**src/common/ccu_pkg.sv**
```systemverilog
// ****************************************
// Sizes and request types shared by the CCU blocks
// Referenced by scoped name, never imported
// ****************************************

package ccu_pkg;

    // Memory bus word and byte address
    localparam int WORD_WIDTH = 32;
    localparam int ADDR_WIDTH = 32;

    // Cache line geometry
    localparam int LINE_BYTES     = 32;
    localparam int LINE_WORDS     = LINE_BYTES / (WORD_WIDTH / 8);
    localparam int LINE_WIDTH     = LINE_BYTES * 8;
    localparam int WORD_IDX_WIDTH = $clog2(LINE_WORDS);

    // Word k sits at bits [k*WORD_WIDTH +: WORD_WIDTH], word 0 lowest
    typedef logic [LINE_WIDTH-1:0] ccu_line_t;

    // One whole-line transfer from a requester
    // addr is line aligned, low offset bits are ignored
    typedef struct packed {
        logic                  we;
        logic [ADDR_WIDTH-1:0] addr;
        ccu_line_t             line;
    } ccu_req_t;

endpackage

```
**src/biu/biu.sv**
```systemverilog
// ****************************************
// Bus interface unit, one line as eight word transfers
// Started by a level enable, finishes with a done pulse
// ****************************************

`timescale 1ns/1ps

module biu (
    input  logic                            clk,
    input  logic                            n_rst,

    // Arbiter side
    input  logic                            i_biu_en,
    input  ccu_pkg::ccu_req_t               i_biu_req,
    output logic                            o_biu_done,
    output ccu_pkg::ccu_line_t              o_biu_line,

    // Memory bus
    output logic                            o_bus_req,
    output logic                            o_bus_we,
    output logic [ccu_pkg::ADDR_WIDTH-1:0]  o_bus_addr,
    output logic [ccu_pkg::WORD_WIDTH-1:0]  o_bus_wdata,
    input  logic                            i_bus_ack,
    input  logic [ccu_pkg::WORD_WIDTH-1:0]  i_bus_rdata
);

    localparam int OFFSET_WIDTH = $clog2(ccu_pkg::LINE_BYTES);
    localparam int WORD_BYTES   = ccu_pkg::WORD_WIDTH / 8;

    typedef enum logic [1:0] {
        BIU_IDLE = 2'b00,
        BIU_XFER = 2'b01,
        BIU_WAIT = 2'b10
    } biu_state_t;

    biu_state_t                          state;
    logic                                accept;
    logic                                word_done;
    logic                                last_word;
    logic [ccu_pkg::WORD_IDX_WIDTH-1:0]  word_idx;
    logic                                we_q;
    logic [ccu_pkg::ADDR_WIDTH-1:0]      addr_q;
    ccu_pkg::ccu_line_t                  line_q;
    logic [ccu_pkg::WORD_WIDTH-1:0]      top_word;

    assign accept    = (state == BIU_IDLE) && i_biu_en;
    assign word_done = (state == BIU_XFER) && i_bus_ack;
    assign last_word = (word_idx == ccu_pkg::WORD_IDX_WIDTH'(ccu_pkg::LINE_WORDS - 1));

    // Reads fill the top slot, writes just drain
    assign top_word = we_q ? '0 : i_bus_rdata;

    always_ff @(posedge clk) begin
        if (!n_rst) begin
            state <= BIU_IDLE;
        end else begin
            case (state)
                BIU_IDLE: begin
                    if (i_biu_en) begin
                        state <= BIU_XFER;
                    end
                end
                BIU_XFER: begin
                    if (i_bus_ack && last_word) begin
                        state <= BIU_WAIT;
                    end
                end
                // Hold off until the arbiter drops enable
                BIU_WAIT: begin
                    if (!i_biu_en) begin
                        state <= BIU_IDLE;
                    end
                end
                default: state <= BIU_IDLE;
            endcase
        end
    end

    // Word counter
    always_ff @(posedge clk) begin
        if (!n_rst) begin
            word_idx <= '0;
        end else if (accept) begin
            word_idx <= '0;
        end else if (word_done) begin
            word_idx <= word_idx + 1'b1;
        end
    end

    // Bus request stays up across words until the last ack
    always_ff @(posedge clk) begin
        if (!n_rst) begin
            o_bus_req <= 1'b0;
        end else if (accept) begin
            o_bus_req <= 1'b1;
        end else if (word_done && last_word) begin
            o_bus_req <= 1'b0;
        end
    end

    always_ff @(posedge clk) begin
        if (!n_rst) begin
            o_biu_done <= 1'b0;
        end else begin
            o_biu_done <= word_done && last_word;
        end
    end

    // Address and line shift register
    always_ff @(posedge clk) begin
        if (accept) begin
            we_q   <= i_biu_req.we;
            addr_q <= {i_biu_req.addr[ccu_pkg::ADDR_WIDTH-1:OFFSET_WIDTH],
                       OFFSET_WIDTH'(0)};
            line_q <= i_biu_req.line;
        end else if (word_done) begin
            addr_q <= addr_q + ccu_pkg::ADDR_WIDTH'(WORD_BYTES);
            line_q <= {top_word, line_q[ccu_pkg::LINE_WIDTH-1:ccu_pkg::WORD_WIDTH]};
        end
    end

    // After eight shifts word 0 of a read is back in the low slot
    assign o_biu_line  = line_q;

    assign o_bus_we    = we_q;
    assign o_bus_addr  = addr_q;
    assign o_bus_wdata = line_q[ccu_pkg::WORD_WIDTH-1:0];

endmodule

```
**src/rtl/ccu.sv**
```systemverilog
// ****************************************
// CCU top, arbiter feeding the bus interface unit
// ****************************************

`timescale 1ns/1ps

module ccu #(
    parameter int OPTN_CCU_ARB_DEPTH = 2
)(
    input  logic                            clk,
    input  logic                            n_rst,

    // Requesters
    input  logic [OPTN_CCU_ARB_DEPTH-1:0]   i_req_valid,
    input  ccu_pkg::ccu_req_t               i_req [0:OPTN_CCU_ARB_DEPTH-1],
    output logic [OPTN_CCU_ARB_DEPTH-1:0]   o_req_done,
    output ccu_pkg::ccu_line_t              o_rsp_line,

    // Memory bus
    output logic                            o_bus_req,
    output logic                            o_bus_we,
    output logic [ccu_pkg::ADDR_WIDTH-1:0]  o_bus_addr,
    output logic [ccu_pkg::WORD_WIDTH-1:0]  o_bus_wdata,
    input  logic                            i_bus_ack,
    input  logic [ccu_pkg::WORD_WIDTH-1:0]  i_bus_rdata
);

    logic               biu_en;
    logic               biu_done;
    ccu_pkg::ccu_req_t  biu_req;
    ccu_pkg::ccu_line_t biu_line;

    ccu_arb #(
        .OPTN_CCU_ARB_DEPTH (OPTN_CCU_ARB_DEPTH)
    ) ccu_arb_inst (
        .clk         (clk),
        .n_rst       (n_rst),
        .i_req_valid (i_req_valid),
        .i_req       (i_req),
        .o_req_done  (o_req_done),
        .o_rsp_line  (o_rsp_line),
        .i_biu_done  (biu_done),
        .i_biu_line  (biu_line),
        .o_biu_en    (biu_en),
        .o_biu_req   (biu_req)
    );

    biu biu_inst (
        .clk         (clk),
        .n_rst       (n_rst),
        .i_biu_en    (biu_en),
        .i_biu_req   (biu_req),
        .o_biu_done  (biu_done),
        .o_biu_line  (biu_line),
        .o_bus_req   (o_bus_req),
        .o_bus_we    (o_bus_we),
        .o_bus_addr  (o_bus_addr),
        .o_bus_wdata (o_bus_wdata),
        .i_bus_ack   (i_bus_ack),
        .i_bus_rdata (i_bus_rdata)
    );

endmodule

```
**src/rtl/ccu_arb.sv**
```systemverilog
// ****************************************
// Fixed-priority arbiter in front of the BIU
// Lowest valid index wins, one line in flight
// ****************************************

`timescale 1ns/1ps

module ccu_arb #(
    parameter int OPTN_CCU_ARB_DEPTH = 2
)(
    input  logic                          clk,
    input  logic                          n_rst,

    // Requester side
    input  logic [OPTN_CCU_ARB_DEPTH-1:0] i_req_valid,
    input  ccu_pkg::ccu_req_t             i_req [0:OPTN_CCU_ARB_DEPTH-1],
    output logic [OPTN_CCU_ARB_DEPTH-1:0] o_req_done,
    output ccu_pkg::ccu_line_t            o_rsp_line,

    // BIU side
    input  logic                          i_biu_done,
    input  ccu_pkg::ccu_line_t            i_biu_line,
    output logic                          o_biu_en,
    output ccu_pkg::ccu_req_t             o_biu_req
);

    localparam int IDX_WIDTH = (OPTN_CCU_ARB_DEPTH > 1) ? $clog2(OPTN_CCU_ARB_DEPTH) : 1;

    typedef enum logic [1:0] {
        ARB_IDLE = 2'b00,
        ARB_BUSY = 2'b01,
        ARB_DONE = 2'b10
    } arb_state_t;

    arb_state_t                    state;
    arb_state_t                    state_next;
    logic [OPTN_CCU_ARB_DEPTH-1:0] select;
    logic                          any_valid;
    logic [IDX_WIDTH-1:0]          idx;
    logic [IDX_WIDTH-1:0]          idx_q;

    // Isolate the lowest set valid bit
    assign select    = i_req_valid & ~(i_req_valid - 1'b1);
    assign any_valid = |i_req_valid;

    // One-hot to binary
    always_comb begin
        idx = '0;
        for (int i = 0; i < OPTN_CCU_ARB_DEPTH; i++) begin
            if (select[i]) begin
                idx = IDX_WIDTH'(i);
            end
        end
    end

    // Grant only changes while idle, so a running job is never preempted
    always_ff @(posedge clk) begin
        if (state == ARB_IDLE) begin
            idx_q <= idx;
        end
    end

    always_comb begin
        state_next = state;
        case (state)
            ARB_IDLE: begin
                if (any_valid) begin
                    state_next = ARB_BUSY;
                end
            end
            ARB_BUSY: begin
                if (i_biu_done) begin
                    state_next = ARB_DONE;
                end
            end
            ARB_DONE: state_next = ARB_IDLE;
            default:  state_next = ARB_IDLE;
        endcase
    end

    always_ff @(posedge clk) begin
        if (!n_rst) begin
            state <= ARB_IDLE;
        end else begin
            state <= state_next;
        end
    end

    // Enable drops on the edge that sees done
    always_ff @(posedge clk) begin
        if (!n_rst) begin
            o_biu_en <= 1'b0;
        end else begin
            o_biu_en <= (state == ARB_BUSY) && !i_biu_done;
        end
    end

    // Granted request is held by its owner, so sampling every cycle is safe
    always_ff @(posedge clk) begin
        o_biu_req <= i_req[idx_q];
    end

    // Route the done pulse back to the granted port only
    always_ff @(posedge clk) begin
        if (!n_rst) begin
            o_req_done <= '0;
        end else begin
            for (int i = 0; i < OPTN_CCU_ARB_DEPTH; i++) begin
                o_req_done[i] <= (state_next == ARB_DONE) && (idx_q == IDX_WIDTH'(i));
            end
        end
    end

    always_ff @(posedge clk) begin
        o_rsp_line <= i_biu_line;
    end

endmodule

```
**config.mk**
```make
export PLATFORM = sky130hd
export DESIGN_NAME = ccu
export DESIGN_NICKNAME = d
export VERILOG_FILES = /design/src/common/ccu_pkg.sv /design/src/biu/biu.sv /design/src/rtl/ccu.sv /design/src/rtl/ccu_arb.sv
export SDC_FILE = /design/constraint.sdc
export NUM_CORES = 1
export LEC_CHECK = 0
export BUFFER_PORTS_ARGS = -buffer_cell sky130_fd_sc_hd__buf_2
export CELL_PAD_IN_SITES_DETAIL_PLACEMENT = 1
export CELL_PAD_IN_SITES_GLOBAL_PLACEMENT = 1
export CORE_AREA = 2 2 369 371
export DETAILED_ROUTE_END_ITERATION = 8
export DIE_AREA = 0 0 371 373
export PLACE_DENSITY_LB_ADDON = 0.1
export SLEW_MARGIN = 15
export SYNTH_ARGS = -nofsm -noshare
export SYNTH_HDL_FRONTEND = slang
export SYNTH_SLANG_ARGS = --single-unit
export TNS_END_PERCENT = 50
```
**constraint.sdc**
```tcl
create_clock -name clk -period 13.9 [get_ports clk]
set_clock_uncertainty 0.05 [all_clocks]
set_input_delay 0.695 -clock clk [delete_from_list [all_inputs] [get_ports clk]]
set_output_delay 0.695 -clock clk [all_outputs]
set_load 0.02 [all_outputs]
```
Word-level counts from Yosys, hierarchy flattened --
Cells that the tools add are included. Widths: inputs -> output; s select.
Word-level totals: latch bits 0, memories kept 0, output and inout port bits 324, word-level logic and storage cells 66, flip-flop bits (word level) 847, ROM bits 0, memory bits (writable) 0
Cells by class: bitwise logic cells 5, reduce and logical (&&, ||, !) cells 15, div/mod/pow operators 0, multiplexer cells 18, equal/unequal tests 8, add/subtract/negate cells 3, multipliers 0, $lt $le $gt $ge 1, shift operators 0
Operators with widths (number):
- $mux 289 | 3
- $mux 256 | 2
- $mux 32 | 3
- $add 32x3->32 const B | 1
- $mux 2 | 5
- $logic_and 1x1->1 | 7
- $ne 2x2->1 const B | 3
- $pmux 2 s3 | 1
- $eq 2x1->1 const B | 2
- $eq 2x2->1 const B | 2
- $logic_not 2->1 | 2
- $pmux 2 s2 | 1
- $reduce_bool 2->1 | 2
- $reduce_or 2->1 | 2
- $add 3x1->3 const B | 1
- $eq 3x3->1 const B | 1
- $mux 1 | 3
- $reduce_and 3->1 | 1
- $and 2x2->2 | 1
- $ge 2x2->1 const B | 1
- $not 1->1 | 2
- $not 1->2 | 1
- $not 2->2 | 1
- $sub 2x1->2 const B | 1
- $logic_not 1->1 | 1

Depth between registers and ports, before layout --
Gate-level depths: netlist of the first run.
depth in word-level cells 5, gate-level depth with buffers 7, depth with buffers taken out 6

Cells and area by module --
Synthesis of the first run repeated with hierarchy kept, for this count alone.
Unflattened totals: cells, all modules 2204, area, all modules 28088.2 um^2
Modules (own cells, without submodules):
- ccu_arb | times used 1, area each 14786.7 um^2, cells an instance 881
- biu | times used 1, area each 13301.5 um^2, cells an instance 1323

Least setup slack after synthesis of the first run --
OpenSTA, ideal clock, no wires.
path type reg-to-reg, start reg biu_inst.state[1], end reg biu_inst.line_q[0] (netlist: biu_inst.o_biu_line[0]) (enable), period minus slack after synthesis 8.007 ns, arrival time 7.300 ns, setup slack 5.893 ns, setup time 0.657 ns, data required time 13.193 ns, cell stages (with the launch flop) 6, path buffers 3, cell sequence dfxtp_1 or3b_1 clkbuf_1 buf_2 buf_2 nand2_1
On the way: cells in the longest elaborated chain, start to end 3, elaborated cells between the ends (all ways) 5, those cells by class eq/ne: 1; reduce/logical: 4
Ends and longest elaborated chain:
- start, declared | line biu.sv:36 | biu_state_t state;
- start signal, assigned | line biu.sv:55 | state <= BIU_IDLE;
- start signal, assigned | line biu.sv:60 | state <= BIU_XFER;
- start signal, assigned | line biu.sv:65 | state <= BIU_WAIT;
- $eq 2x1->1 / $logic_not 2->1 (equally long branches) | line biu.sv:47, biu.sv:46
- $logic_and 1x1->1 (on tied branches) | line biu.sv:47, biu.sv:46
- $reduce_bool 2->1 (no source line) *
- end signal, assigned | line biu.sv:115 | line_q <= i_biu_req.line;
- end signal, assigned | line biu.sv:118 | line_q <= {top_word, line_q[ccu_pkg::LINE_WIDTH-1:ccu_pkg::WORD_WIDTH]};
- end, declared | line biu.sv:43 | ccu_pkg::ccu_line_t line_q;
Mark *: on every way between the ends. The rest lies on a longest branch, timed or not. A chain may end at the register's enable or synchronous reset.

Final worst setup path of the first run --
start reg ccu_arb_inst.o_biu_en, end reg biu_inst.line_q[224] (netlist: biu_inst.o_biu_line[224]), data pin
On the way: cells in the longest elaborated chain, start to end 2
Ends and longest elaborated chain:
- start, declared | line ccu_arb.sv:23 | output logic o_biu_en,
- start signal, assigned | line ccu_arb.sv:94 | o_biu_en <= (state == ARB_BUSY) && !i_biu_done;
- $logic_and 1x1->1 | line biu.sv:46 | assign accept = (state == BIU_IDLE) && i_biu_en;
- $mux 256 | line biu.sv:111 | if (accept) begin
No other way between the ends.

==> impl_metrics.env, run 1 <==
export IMPL_cts_resized=0
export IMPL_hold_violations=0
export IMPL_final_nets=3731
export IMPL_slew_violations=0
export IMPL_totalPowerFinal_mw=6.090
export IMPL_fillCellCount=15229
export IMPL_core_area_sq_mm=0.1346
export IMPL_start_util_pct=20.54
export IMPL_grt_max_degree=122
export IMPL_drcViolationCount=0
export IMPL_relSlewSlack_pct=33.33
export IMPL_critPathKind="reg -> reg"
export IMPL_ir_worst_vdd_uv=79.93
export IMPL_p_leak_nw=16.35
export IMPL_drt_iter0_markers=639
export IMPL_synthToLayoutAreaGrowth_pct=35.19
export IMPL_yosys_warnings=0
export IMPL_seqCellArea_sq_mm=0.01967
export IMPL_cp_arrival_ps=4840
export IMPL_routed_via_count=18619
export IMPL_boundaryPins=939
export IMPL_synth_top_flop_cell="dfxtp_1"
export IMPL_wl_per_cell_microns=19.15
export IMPL_vias_per_cell=3.739
export IMPL_dp_hpwl_mm=71.10
export IMPL_fin_crit_sh_pct=32.89
export IMPL_ctsHoldBuffers=0
export IMPL_grt_pass1_vias=20525
export IMPL_async_flop_share_pct=0
export IMPL_grt_pass1_wl_mm=135.8
export IMPL_clock_path_buffers=3
export IMPL_multi_input_area_sq_mm=0.007256
export IMPL_rows=135
export IMPL_drt_total_wl_mm=95.34
export IMPL_endpoint_kind="flop"
export IMPL_antenna_left=0
export IMPL_path_max_fanout=121
export IMPL_drive_above_1_share_pct=43.52
export IMPL_worstHoldPathCells=2
export IMPL_syn_avg_cell_area_sq_um=12.54
export IMPL_synth_seq_cells=840
export IMPL_post_route_min_period_ps=4572
export IMPL_numCtsBuffers=98
export IMPL_numPortBuffers=926
export IMPL_drv_cap=0
export IMPL_htree_num_levels=3
export IMPL_instances_no_fill=4980
export IMPL_drt_pass1_iterations=4
export IMPL_postCtsSetupBuffers=0
export IMPL_rr_worst_depth=6
export IMPL_antenna_found_initial=18
export IMPL_critPathLaunchType="flop"
export IMPL_yosysTopAreaCell="dfxtp_1"
export IMPL_synth_edf_count=285
export IMPL_finalSetupViolCount=0
export IMPL_grt_overflow_total=0
export IMPL_outcome="complete, no violations"
export IMPL_p_per_area_mw_per_mm2=162.9
export IMPL_place_inst=4793
export IMPL_worstPathRequired_ps=14170
export IMPL_root_buffer="clkbuf_16"
export IMPL_cts_sinks=840
export IMPL_cts_tree="done"
export IMPL_clkTransAtPathRegs_ps=60
export IMPL_max_freq_ghz=0.2187
export IMPL_die_x_microns=371
export IMPL_synth_area_sq_mm=0.02766
export IMPL_syn_inst=2205
export IMPL_rsz0062_at_grt="false"
export IMPL_tightestPinTransition_ps=1000
export IMPL_synth_cell_types=35
export IMPL_ys_seq_area_share_pct=71.12
export IMPL_synth_top_cell_area_share_pct=40.17
export IMPL_die_area_sq_mm=0.1384
export IMPL_place_congestion=0.7607
export IMPL_clk_latency_ps=670
export IMPL_min_path_type="in -> reg"
export IMPL_die_h_microns=373
export IMPL_grt_usage_pct=13.34
export IMPL_tns_ps=0
export IMPL_synthTopCellsByArea="dfxtp_1 40%, edfxtp_1 31%, mux2_2 12%"
critical path: stages (launching register included):
cell and delay [ps]:
dfxtp_1 350, or3b_4 700, buf_12 330, inv_8 620, buf_4 770, buf_4 660
o21ai_0 360
final timing paths:
check	startpoint	to	slack, ps
max	ccu_arb_inst.o_biu_en	biu_inst.o_biu_line[224]	9330
min	i_req[179]	ccu_arb_inst.o_biu_req[179]	200
max reg2reg	ccu_arb_inst.o_biu_en	biu_inst.o_biu_line[224]	9330
min reg2reg	biu_inst.o_biu_line[182]	ccu_arb_inst.o_rsp_line[182]	300
where the power goes:
part | switching (mW) | internal, mW
clock network | 1.06 | 1.60
logic | 0.356 | 0.222
registers | 0.0826 | 2.76
state kept, by name, summed over array words and instances, names as in the netlist, 2 cells and up:
name                     count
biu_inst.o_bus_addr         30
ccu_arb_inst.o_biu_req     284
biu_inst.state               2
ccu_arb_inst.o_rsp_line    256
ccu_arb_inst.state           2
ccu_arb_inst.o_req_done      2
biu_inst.word_idx            3
biu_inst.o_biu_line        256
cell families after synthesis:
kind of cell,count (synthesis),share of synthesized area [%]
fa+ha+maj,3,0.1357
compound gates,66,1.235
flops,840,71.12
xor+xnor,30,0.9500
mux,284,11.56
other cells,1,0.01356
simple gates,843,12.29
buf+inv,138,2.701
placed cells by master, fill, tap and decap left out, types with 4 or more instances in the layout:
| cell | n |
|---|---|
| clkinv_16 | 4 |
| o21ai_1 | 10 |
| nand2b_1 | 32 |
| nor2_1 | 13 |
| a21oi_1 | 5 |
| nand3_1 | 16 |
| dfxtp_1 | 555 |
| mux2_2 | 284 |
| o21ai_0 | 48 |
| clkbuf_8 | 20 |
| xnor2_1 | 10 |
| edfxtp_1 | 285 |
| nand2_1 | 747 |
| bufinv_16 | 7 |
| buf_4 | 12 |
| clkbuf_16 | 103 |
| and3_1 | 7 |
| nor3_1 | 4 |
| clkinv_2 | 16 |
| clkbuf_1 | 25 |
| buf_2 | 926 |
| xor2_1 | 20 |
| nand4_1 | 8 |
layout make-up:
cell class | instances | area share, %
sequential | 840 | 52.61
multi-input combinational | 1228 | 19.41
timing repair buffer | 941 | 12.82
clock buffer | 148 | 7.881
tap | 1781 | 5.960
clock inverter | 35 | 1.252
inverter | 4 | 0.06023
antenna | 3 | 0.02008
cell usage after synthesis, types with 2 or more instances:
cell type	n
dfxtp_1	555
nand2b_1	32
and2_1	3
o21ai_0	48
nand4_1	8
ha_1	3
inv_1	3
buf_2	54
nor2_1	13
and3_1	7
xor2_1	20
o21ai_1	10
clkbuf_1	36
a21oi_1	5
xnor2_1	10
nand3_1	16
nand3_2	2
buf_4	43
mux2_2	284
nor3_1	4
nor2b_1	3
nand2_1	748
nor4_4	2
edfxtp_1	285
stage by stage:
step                hold slack (ps)  cell area, sq um  utilization, %  setup slack, ps
floorplan                     297.9             27660               -             5893
global placement              304.7             33940           25.21             9342
detailed placement            304.5             33940           25.21             9274
CTS                           119.9             37350           27.75             9292
global route                  149.6             37380           27.77             8990
finish                        196.5             37390           27.77             9328
routing by layer:
layer	GRT usage (%)	vias to the layer above	routed length [microns]
met1	15.55	8684	38750
met3	3.935	143	7315
met4	4.308	4	2522
met5	0	-	24
li1	-	9111	-
met2	23.23	677	46730
Power figures use the tool's default switching activity.
==> run 2, diff against run 1 <==
ABC_AREA = 1   (was not set)
CORE_AREA = 2 2 363 365   (was 2 2 369 371)
DIE_AREA = 0 0 365 367   (was 0 0 371 373)
clock period = 3.7 ns   (was 13.9 ns; I/O delays follow)
==> run 2 against run 1 <==
Compared with the run above: sequential power grew to 3.8 times the previous value; clock power grew to 3.5 times the previous value; sequential share of layout area shrank 7.4 points; routed wire length grew 17%; highest routed layer unchanged; first-iteration DRC count grew 29%; via count grew 29%; global-route usage grew 2.8 points; largest power group unchanged; critical endpoint is now ccu_arb_inst.o_biu_req[136].
==> impl_metrics.env, run 2 <==
export IMPL_synth_edf_count=285
export IMPL_drv_cap=0
export IMPL_cp_arrival_ps=3230
export IMPL_rr_worst_depth=4
export IMPL_drive_above_1_share_pct=24.51
export IMPL_ys_seq_area_share_pct=69.92
export IMPL_synth_area_sq_mm=0.02813
export IMPL_wl_per_cell_microns=17.84
export IMPL_rsz0062_at_grt="false"
export IMPL_drt_total_wl_mm=111.7
export IMPL_drt_pass1_iterations=4
export IMPL_critPathKind="reg -> reg"
export IMPL_rows=133
export IMPL_regMostFlops="ccu_arb_inst.o_biu_req"
export IMPL_yosysTopAreaCell="dfxtp_1"
export IMPL_synth_cell_types=29
export IMPL_grt_max_degree=151
export IMPL_ir_worst_vdd_uv=328.5
export IMPL_worstPathRequired_ps=4250
export IMPL_wl_met2_mm=53.54
export IMPL_synth_seq_cells=840
export IMPL_fin_crit_sh_pct=72.32
export IMPL_dp_hpwl_mm=81.41
export IMPL_postCtsSetupBuffers=0
export IMPL_grt_overflow_total=0
export IMPL_drcViolationCount=0
export IMPL_min_path_type="in -> reg"
export IMPL_worstHoldPathCells=3
export IMPL_cts_tree="done"
export IMPL_numCtsBuffers=96
export IMPL_final_nets=5044
export IMPL_syn_avg_cell_area_sq_um=9.587
export IMPL_synth_most_common_cell="nand2_1"
export IMPL_largest_reg_flops=284
export IMPL_grt_pass1_wl_mm=160.7
export IMPL_root_buffer="clkbuf_16"
export IMPL_place_congestion=0.7689
export IMPL_post_route_min_period_ps=2676
export IMPL_syn_inst=2934
export IMPL_final_common_cell="nand2_1"
export IMPL_tightestPinTransition_ps=1063
export IMPL_top_layer_used="met5"
export IMPL_numPortBuffers=926
export IMPL_clkTransAtPathRegs_ps=60
export IMPL_drt_met1_wl_mm=46.47
export IMPL_synth_top_flop_cell="dfxtp_1"
export IMPL_relSlewSlack_pct=29.12
export IMPL_synthToLayoutAreaGrowth_pct=54.61
export IMPL_yosys_warnings=0
export IMPL_synthTopCellsByArea="dfxtp_1 39%, edfxtp_1 30%, nand2_1 23%"
export IMPL_htree_num_levels=3
export IMPL_clk_latency_ps=690
export IMPL_start_util_pct=21.56
export IMPL_cts_sinks=840
export IMPL_vias_per_cell=3.820
export IMPL_critPathLaunchType="flop"
export IMPL_antenna_found_initial=4
export IMPL_die_area_sq_mm=0.1340
export IMPL_outcome="complete, no violations"
export IMPL_core_area_sq_mm=0.1305
export IMPL_final_cell_mix="1725 x nand2_1, 926 x buf_2, 606 x dlygate4sd3_1, 555 x dfxtp_1, 285 x edfxtp_1"
export IMPL_max_freq_ghz=0.3737
export IMPL_fillCellCount=15267
export IMPL_drt_iter0_markers=822
export IMPL_slew_violations=0
export IMPL_endpoint_kind="flop"
export IMPL_synth_top_cell_area_share_pct=39.50
export IMPL_path_max_fanout=150
export IMPL_synthTopCellsByCount="1726 x nand2_1, 555 x dfxtp_1, 285 x edfxtp_1"
export IMPL_antenna_left=0
export IMPL_grt_usage_pct=16.18
export IMPL_finalSetupViolCount=0
export IMPL_clock_path_buffers=3
export IMPL_grt_pass1_vias=25410
export IMPL_wl_met3_mm=8.602
export IMPL_hold_violations=0
export IMPL_die_h_microns=367
export IMPL_boundaryPins=939
export IMPL_tns_ps=0
export IMPL_async_flop_share_pct=0
export IMPL_routed_via_count=23927
export IMPL_p_leak_nw=20.56
export IMPL_fin_util_pct=33.34
export IMPL_die_x_microns=365
export IMPL_p_per_area_mw_per_mm2=536.5
run 2: cell types whose count changed in the layout (fill, tap and decap cells not counted), moves of 9 or more:
cell / previous run / this run
clkbuf_1: 25 / 39
nand2b_1: 32 / 0
clkbuf_8: 20 / 11
xor2_1: 20 / 1
nand3_1: 16 / 32
dlygate4sd3_1: 0 / 606
xnor2_1: 10 / 0
nand2_1: 747 / 1725
inv_1: 3 / 34
nor2_1: 13 / 42
mux2_2: 284 / 0
run 2: kinds of logic after synthesis:
group | synth area share, %
compound gates | 1.161
xor+xnor | 0.03114
fa+ha+maj | 0.1335
buf+inv | 3.985
flops | 69.92
other cells | 0.01333
simple gates | 24.75
run 2: final cells by class:
class / instances / area, sq um / area share, %
Antenna cell: 1 / 2.502 / 0.005754
Clock buffer: 150 / 2800 / 6.438
Clock inverter: 30 / 289.0 / 0.6646
Inverter: 38 / 157.7 / 0.3625
Multi-Input combinational cell: 1893 / 7365 / 16.93
Sequential cell: 840 / 19670 / 45.22
Tap cell: 1755 / 2196 / 5.049
Timing Repair Buffer: 1557 / 11010 / 25.32
run 2: worst max-delay path, stage by stage (launching register included):
cell and delay [ps]:
edfxtp_1 560, buf_12 340, nand2_1 360, nand2_1 230
dlygate4sd3_1 610
run 2: power breakdown:
group	total [mW]	switching, mW	internal [mW]
Sequential	10.8	0.347	10.5
Combinational	3.18	1.79	1.39
Clock	9.33	3.90	5.43
run 2: path summary, 6_finish.rpt:
kind | startpoint | to | slack, ps
setup reg to reg | ccu_arb_inst.idx_q | ccu_arb_inst.o_biu_req[136] | 1020
hold / removal | i_bus_rdata[28] | biu_inst.o_biu_line[252] | 40
setup / recovery | ccu_arb_inst.idx_q | ccu_arb_inst.o_biu_req[136] | 1020
hold reg to reg | biu_inst.o_biu_line[104] | ccu_arb_inst.o_rsp_line[104] | 300
run 2: layer usage:
| metal | global-route usage, % | vias to the layer above |
|---|---|---|
| li1 | - | 12097 |
| met1 | 18.73 | 10969 |
| met2 | 28.09 | 728 |
| met3 | 4.941 | 127 |
| met4 | 5.540 | 6 |
| met5 | 0 | - |
run 2: timing repair:
item / CTS / global route
endpoints found under the hold margin: 328 / 0
gates resized for setup: 0 / 0
hold buffers: 606 / 0
run 2: stage by stage:
step,setup WS (ps),total power [mW],std cells,cell area [sq um],hold WS [ps]
floorplan,470.9,12.20,2935,28140,238.1
global placement,1182,13.55,5477,34330,297.5
detailed placement,1182,13.56,5477,34330,304.4
CTS,1055,23.81,6263,43490,33.91
global route,940.3,24.50,6264,43490,32.83
finish,1024,23.33,6264,43490,37.00
